<file path="src/rtl/l2_pkg.sv">
package l2_pkg;

  localparam int num_ways = 4;
  localparam int num_sets = 16;
  localparam int index_w  = 4;
  localparam int tag_w    = 8;
  localparam int way_w    = 2;
  localparam int word_w   = 32;
  localparam int ben_w    = 4;

  typedef enum logic [1:0] {
    op_read   = 2'd0,
    op_write  = 2'd1,
    op_insert = 2'd2
  } cache_op_t;

  typedef struct packed {
    logic                     valid;
    cache_op_t                op;
    logic [tag_w+index_w-1:0] addr;  // tag above index
    logic [word_w-1:0]        wdata;
    logic [ben_w-1:0]         ben;
  } cache_req_t;

  // decoded request with ben already forced for insert
  typedef struct packed {
    logic                valid;
    cache_op_t           op;
    logic [tag_w-1:0]    tag;
    logic [index_w-1:0]  index;
    logic [word_w-1:0]   wdata;
    logic [ben_w-1:0]    ben;
  } stage_t;

  typedef struct packed {
    logic             valid;
    logic [tag_w-1:0] tag;
  } tag_entry_t;

  typedef struct packed {
    logic             hit;
    logic [way_w-1:0] way;
    logic             wr_en;  // data store written this cycle
  } way_sel_t;

  typedef struct packed {
    logic              valid;
    logic              hit;
    logic [word_w-1:0] data;
  } cache_resp_t;

endpackage

</file>
<file path="src/rtl/cache_ram.sv">
`timescale 1ns/1ns

// one way's array with a combinational read so a write is seen next cycle
module cache_ram
  import l2_pkg::*;
#(
  parameter type payload_t = logic [word_w-1:0],
  parameter int  depth     = num_sets
) (
  input  logic               clk,
  input  logic [index_w-1:0] rd_index,
  output payload_t           rd_data,
  input  logic               wr_en,
  input  logic [index_w-1:0] wr_index,
  input  payload_t           wr_data
);

  payload_t mem [depth];

  assign rd_data = mem[rd_index];

  always_ff @(posedge clk) begin
    if (wr_en) begin
      mem[wr_index] <= wr_data;
    end
  end

endmodule

</file>
<file path="src/rtl/data_execute.sv">
`timescale 1ns/1ns

module data_execute
  import l2_pkg::*;
(
  input  logic              clk,
  input  stage_t            stage,
  input  way_sel_t          sel,
  output logic [word_w-1:0] line_data
);

  logic [word_w-1:0] rd_word [num_ways];
  logic [word_w-1:0] old_word;
  logic [word_w-1:0] merged;
  logic [ben_w-1:0]  eff_ben;

  for (genvar w = 0; w < num_ways; w++) begin : g_way
    cache_ram #(
      .payload_t(logic [word_w-1:0]),
      .depth    (num_sets)
    ) u_data_ram (
      .clk     (clk),
      .rd_index(stage.index),
      .rd_data (rd_word[w]),
      .wr_en   (sel.wr_en && sel.way == way_w'(w)),
      .wr_index(stage.index),
      .wr_data (merged)
    );
  end

  assign old_word = rd_word[sel.way];
  assign eff_ben  = (stage.op == op_read) ? '0 : stage.ben;  // reads never merge

  // read-modify-write byte by byte
  always_comb begin
    for (int b = 0; b < ben_w; b++) begin
      merged[8*b +: 8] = eff_ben[b] ? stage.wdata[8*b +: 8] : old_word[8*b +: 8];
    end
  end

  assign line_data = (sel.hit || stage.op == op_insert) ? merged : '0;

endmodule

</file>
<file path="src/rtl/l2_cache_top.sv">
`timescale 1ns/1ns

module l2_cache_top
  import l2_pkg::*;
(
  input  logic        clk,
  input  logic        rst,
  input  cache_req_t  req,
  output cache_resp_t resp
);

  stage_t            stage;
  way_sel_t          sel;
  logic [word_w-1:0] line_data;

  req_decode u_decode (
    .clk  (clk),
    .rst  (rst),
    .req  (req),
    .stage(stage)
  );

  // tags and data of the execute stage share the registered index
  way_select u_way_select (
    .clk  (clk),
    .rst  (rst),
    .stage(stage),
    .sel  (sel)
  );

  data_execute u_data_execute (
    .clk      (clk),
    .stage    (stage),
    .sel      (sel),
    .line_data(line_data)
  );

  resp_result u_result (
    .clk      (clk),
    .rst      (rst),
    .stage    (stage),
    .sel      (sel),
    .line_data(line_data),
    .resp     (resp)
  );

endmodule

</file>
<file path="src/rtl/req_decode.sv">
`timescale 1ns/1ns

module req_decode
  import l2_pkg::*;
(
  input  logic       clk,
  input  logic       rst,
  input  cache_req_t req,
  output stage_t     stage
);

  logic [tag_w-1:0]   req_tag;
  logic [index_w-1:0] req_index;
  logic [ben_w-1:0]   req_ben;

  assign req_tag   = req.addr[tag_w+index_w-1:index_w];
  assign req_index = req.addr[index_w-1:0];
  // a fill always replaces the whole word
  assign req_ben   = (req.op == op_insert) ? {ben_w{1'b1}} : req.ben;

  always_ff @(posedge clk) begin
    if (rst) begin
      stage.valid <= 1'b0;
    end else begin
      stage.valid <= req.valid;
    end
    stage.op    <= req.op;
    stage.tag   <= req_tag;
    stage.index <= req_index;
    stage.wdata <= req.wdata;
    stage.ben   <= req_ben;
  end

  // a store with no bytes enabled would still touch the LRU state
  assert property (@(posedge clk) disable iff (rst)
    req.valid && req.op == op_write |-> req.ben != '0)
    else $error("write request with empty byte enable");

endmodule

</file>
<file path="src/rtl/resp_result.sv">
`timescale 1ns/1ns

module resp_result
  import l2_pkg::*;
(
  input  logic              clk,
  input  logic              rst,
  input  stage_t            stage,
  input  way_sel_t          sel,
  input  logic [word_w-1:0] line_data,
  output cache_resp_t       resp
);

  always_ff @(posedge clk) begin
    if (rst) begin
      resp.valid <= 1'b0;
    end else begin
      resp.valid <= stage.valid;  // one pulse per decoded request
    end
    resp.hit  <= sel.hit;
    resp.data <= line_data;
  end

endmodule

</file>
<file path="src/rtl/way_select.sv">
`timescale 1ns/1ns

module way_select
  import l2_pkg::*;
(
  input  logic     clk,
  input  logic     rst,
  input  stage_t   stage,
  output way_sel_t sel
);

  tag_entry_t          tag_rd [num_ways];
  tag_entry_t          new_entry;
  logic [num_sets-1:0] valid_q [num_ways];
  logic [way_w-1:0]    age_q [num_sets][num_ways];
  logic [num_ways-1:0] hit_vec;
  logic [num_ways-1:0] age_seen;
  logic [way_w-1:0]    hit_way;
  logic [way_w-1:0]    victim;
  logic [way_w-1:0]    target_age;
  logic                is_insert;
  logic                lru_upd;

  assign is_insert = stage.valid && stage.op == op_insert;
  assign new_entry = '{valid: 1'b1, tag: stage.tag};

  for (genvar w = 0; w < num_ways; w++) begin : g_way
    cache_ram #(
      .payload_t(tag_entry_t),
      .depth    (num_sets)
    ) u_tag_ram (
      .clk     (clk),
      .rd_index(stage.index),
      .rd_data (tag_rd[w]),
      .wr_en   (is_insert && sel.way == way_w'(w)),
      .wr_index(stage.index),
      .wr_data (new_entry)
    );

    // stored entry is only trusted once its valid bit is set
    assign hit_vec[w] = valid_q[w][stage.index] && tag_rd[w].valid &&
                        tag_rd[w].tag == stage.tag;
  end

  always_comb begin
    hit_way = '0;
    victim  = '0;
    for (int w = 0; w < num_ways; w++) begin
      if (hit_vec[w]) hit_way = way_w'(w);
      if (age_q[stage.index][w] == way_w'(num_ways - 1)) victim = way_w'(w);  // oldest
    end
  end

  always_comb begin
    sel.hit   = |hit_vec;
    sel.way   = sel.hit ? hit_way : victim;
    sel.wr_en = stage.valid &&
                ((stage.op == op_write && sel.hit) || stage.op == op_insert);
  end

  assign target_age = age_q[stage.index][sel.way];
  assign lru_upd    = stage.valid && (sel.hit || stage.op == op_insert);

  always_ff @(posedge clk) begin
    if (rst) begin
      for (int w = 0; w < num_ways; w++) begin
        valid_q[w] <= '0;
      end
      for (int s = 0; s < num_sets; s++) begin
        for (int w = 0; w < num_ways; w++) begin
          age_q[s][w] <= way_w'(w);
        end
      end
    end else begin
      if (is_insert) valid_q[sel.way][stage.index] <= 1'b1;
      if (lru_upd) begin
        for (int w = 0; w < num_ways; w++) begin
          if (way_w'(w) == sel.way) begin
            age_q[stage.index][w] <= '0;  // most recent
          end else if (age_q[stage.index][w] < target_age) begin
            age_q[stage.index][w] <= age_q[stage.index][w] + 1'b1;
          end
        end
      end
    end
  end

  always_comb begin
    age_seen = '0;
    for (int w = 0; w < num_ways; w++) begin
      age_seen[age_q[stage.index][w]] = 1'b1;
    end
  end

  // inserts go to the victim only when the tag is absent
  assert property (@(posedge clk) disable iff (rst) stage.valid |-> $onehot0(hit_vec))
    else $error("more than one way hit in set %0d", stage.index);

  assert property (@(posedge clk) disable iff (rst) stage.valid |-> &age_seen)
    else $error("lru ages not a permutation in set %0d", stage.index);

endmodule

</file>
<file path="config.mk">
export PLATFORM = sky130hd
export DESIGN_NAME = l2_cache_top
export DESIGN_NICKNAME = d
export VERILOG_FILES = /design/src/rtl/l2_pkg.sv /design/src/rtl/cache_ram.sv /design/src/rtl/data_execute.sv /design/src/rtl/l2_cache_top.sv /design/src/rtl/req_decode.sv /design/src/rtl/resp_result.sv /design/src/rtl/way_select.sv
export SDC_FILE = /design/constraint.sdc
export NUM_CORES = 2
export LEC_CHECK = 0
export BUFFER_PORTS_ARGS = -buffer_cell sky130_fd_sc_hd__buf_2
export CAP_MARGIN = 10
export CORE_ASPECT_RATIO = 0.75
export CORE_MARGIN = 2
export CORE_UTILIZATION = 50
export DETAILED_ROUTE_END_ITERATION = 12
export PLACE_DENSITY = 0.64
export RECOVER_POWER = 50
export SYNTH_ARGS = -nofsm -noshare
export SYNTH_HDL_FRONTEND = slang
export SYNTH_HIERARCHICAL = 1
export SYNTH_SLANG_ARGS = --single-unit
</file>
<file path="constraint.sdc">
create_clock -name clk -period 10.8 [get_ports clk]
set_clock_uncertainty 0.05 [all_clocks]
set_input_delay 0.54 -clock clk [delete_from_list [all_inputs] [get_ports clk]]
set_output_delay 0.54 -clock clk [all_outputs]
set_load 0.02 [all_outputs]
</file>
==> reports/metrics.cfg <==
[cells_and_area]
regArea_mm2 = 0.0863
final_nets = 5754
syn2layout_area_growth_pct = 12.2
final_cells = 8920
drive_above_1_share_pct = 24.1
multi_input_comb_area_mm2 = 0.0255
design_area_mm2 = 0.127
fillers = 16600

[placement]
gp_congestion = 0.827
place_hpwl_mm = 166
dp.cells = 8338
io_buffers = 86
dpl_cell_area_mm2 = 0.118

[drt]
ant_nets = 0
drc = 0
routed_wl_mm = 279
drt-pass1-iter-count = 6
viasPerCell = 6.25
wire_per_inst_um = 31.3
drtIter0Drc = 7901
vias = 55700

[setup_path]
path_max_fanout = 50
crit_path_end_kind = flip-flop
worstSetupPathType = flip-flop to flip-flop
start_kind = flip-flop
arrival_ns = 9.10
required_ns = 11.20

[synthesis]
synthCells = 5318
ys_warn_count = 6
synth_area_mm2 = 0.113
synth.avg_cell_area_um2 = 21.3
async_flop_share_pct = 0
yosysSeqAreaShare_pct = 76.3
synth.distinct_cells = 78
synth-edff-count = 2816
synth_seq_cells = 2901
synth_flop_cell = edfxtp_1

[clocking]
cts.path.max_buffers = 4
clock_sinks = 2901
cts-buffers-inserted = 286
postCtsSetupBuffers = 0
tritoncts = yes
clkTransAtPathRegs_ns = 0.07
clk_latency_ns = 0.87
cts_root_buf = clkbuf_16
h-tree-depth = 5

[floorplan]
start_util_pct = 50.2
rows = 151
core-area_mm2 = 0.225
die_x_um = 553
die-area_mm2 = 0.230
io-pin-count = 87
die_h_um = 416

[timing]
fin_crit_ns = 8.70
worst_pin_slew_ns = 4.41
clock.fmax_mhz = 115
final.period_utilization_pct = 80.5
setup_violations = 0
hold_viol_final = 0
final_max_slew_viol_count = 906
finalSetupTns_ns = 0
max_slew_margin_pct = -194
rsz0062_at_grt = false

[power]
peakVddDrop_uv = 137
power_density_mw_per_mm2 = 190
power.leakage_uw = 0.0399

[global_routing]
grt_usage_pct = 24.2
grt_max_degree = 118
grt_pass1_vias = 55100
grt_antenna_before_repair = 15
grt_pass1_wl_mm = 400
grt-ovfl-total = 0

[outcome]
status = finished with violations
violations = max-capacitance violations, max-slew violations

[flow_run]
cap_violations = 31

[hold_path]
holdCritPathClass = input port to flip-flop

[report_power, final]
part / total [uW] / switching [uW] / internal, uW
sequential: 12800 / 56.0 / 12700
combinational: 1670 / 1190 / 477
clock: 9660 / 4180 / 5480
[Yosys cell counts, types with 23 or more instances]
master,count,area (um^2)
buf_2,45,225
nand2b_1,24,150
edfxtp_1,2816,84600
dfxtp_1,85,1700
nor3_1,40,200
clkbuf_1,111,417
or2_2,49,307
xnor2_1,24,210
nor2_1,282,1060
buf_4,52,390
nand2_1,299,1120
nor2b_1,49,307
a22oi_1,336,2520
mux2_2,31,349
buf_6,23,259
mux4_2,677,15200
mux4_1,65,1710
a21oi_1,23,115
o21bai_1,49,368
buf_1,42,158
[final timing paths]
kind,startpoint,to,slack (ns),cells after the start
hold / removal,req[44],u_decode/stage[44]$_DFF_P_,0.26,2
setup / recovery,u_decode/stage[46]$_DFF_P_,u_data_execute/g_way[2].u_data_ram/mem[4][14]$_DFFE_PP_,2.10,11
hold reg to reg,u_decode/stage[50]$_SDFF_PP0_,u_result/resp[33]$_SDFF_PP0_,0.64,1
setup reg to reg,u_decode/stage[46]$_DFF_P_,u_data_execute/g_way[2].u_data_ram/mem[4][14]$_DFFE_PP_,2.10,11
[cells in the final DEF (no fill, tap or decap), types with 49 or more instances in the layout]
cell type         n
conb_1           64
clkbuf_1        134
clkinv_1         53
dlygate4sd3_1    53
clkinv_2         49
clkbuf_16       293
buf_4           136
o21bai_1         49
mux4_1           65
edfxtp_1       2816
nand2_1         300
mux4_2          677
dfxtp_1          80
nor2_1          254
or2_2            49
a22oi_1         336
[logic make-up after synthesis]
family                   synth area share [%]
AO/OA/AOI/OAI                            3.03
XOR/XNOR                                0.248
adder cells (fa/ha/maj)                0.0598
buffers and inverters                    1.55
flip-flops                               76.3
multiplexers                             15.4
other                                 0.00332
AND/OR/NAND/NOR                          3.44
[flip-flops by register name, summed over array words and instances, names as in the netlist]
name	flops
u_data_execute/g_way.u_data_ram/mem	2048
u_way_select/age_q	128
u_decode/stage	51
u_way_select/g_way.u_tag_ram/mem	576
u_way_select/valid_q	64
u_result/resp	34
[cell type report]
cell class                 instances  share of cell area, %
multi-input combinational       2174                   20.1
inverter                          13                 0.0404
clock inverter                   150                   1.01
antenna                           11                 0.0217
tap                             2983                   2.94
timing repair buffer             322                   1.79
clock buffer                     366                   6.07
sequential                      2901                   68.0
[critical path, cell delays in order, from the launching register on]
cell and delay [ns]:
dfxtp_1 0.93, clkbuf_1 1.79, xnor2_1 0.26, nand4_1 0.14, nor4_1 0.66, a2bb2oi_1 0.24
a311oi_1 1.35, inv_4 0.55, and3b_1 0.42, nand3b_1 0.31, nor3_1 0.38, clkbuf_1 1.10
[per-stage QoR]
stage                     power, uW  hold WS [ns]  setup WS [ns]  utilization, %
after floorplan               14000         0.420           2.63               -
final                         24100         0.261           2.10            56.3
after global routing          24800         0.237           1.51            56.3
after global placement        14600         0.593           3.50            52.3
after detailed placement      14700         0.594           3.41            52.3
after CTS                     24300         0.198           3.37            56.5
[metal layers]
| layer | vias to the layer above | part of all wire [%] | track usage [%] |
|---|---|---|---|
| met5 | - | 0.021 | 0 |
| met4 | 8 | 2.9 | 7.15 |
| met3 | 402 | 9.9 | 4.97 |
| met2 | 2740 | 46 | 36.0 |
| met1 | 29700 | 41 | 36.3 |
| li1 | 22900 | - | - |
[what timing repair did]
action / in CTS / in global routing
setup endpoints to repair: 0 / 0
endpoints found under the hold margin: 52 / 0
gates resized for setup: 0 / 0
hold buffers: 53 / 0
(Power assumes the default switching activity.)
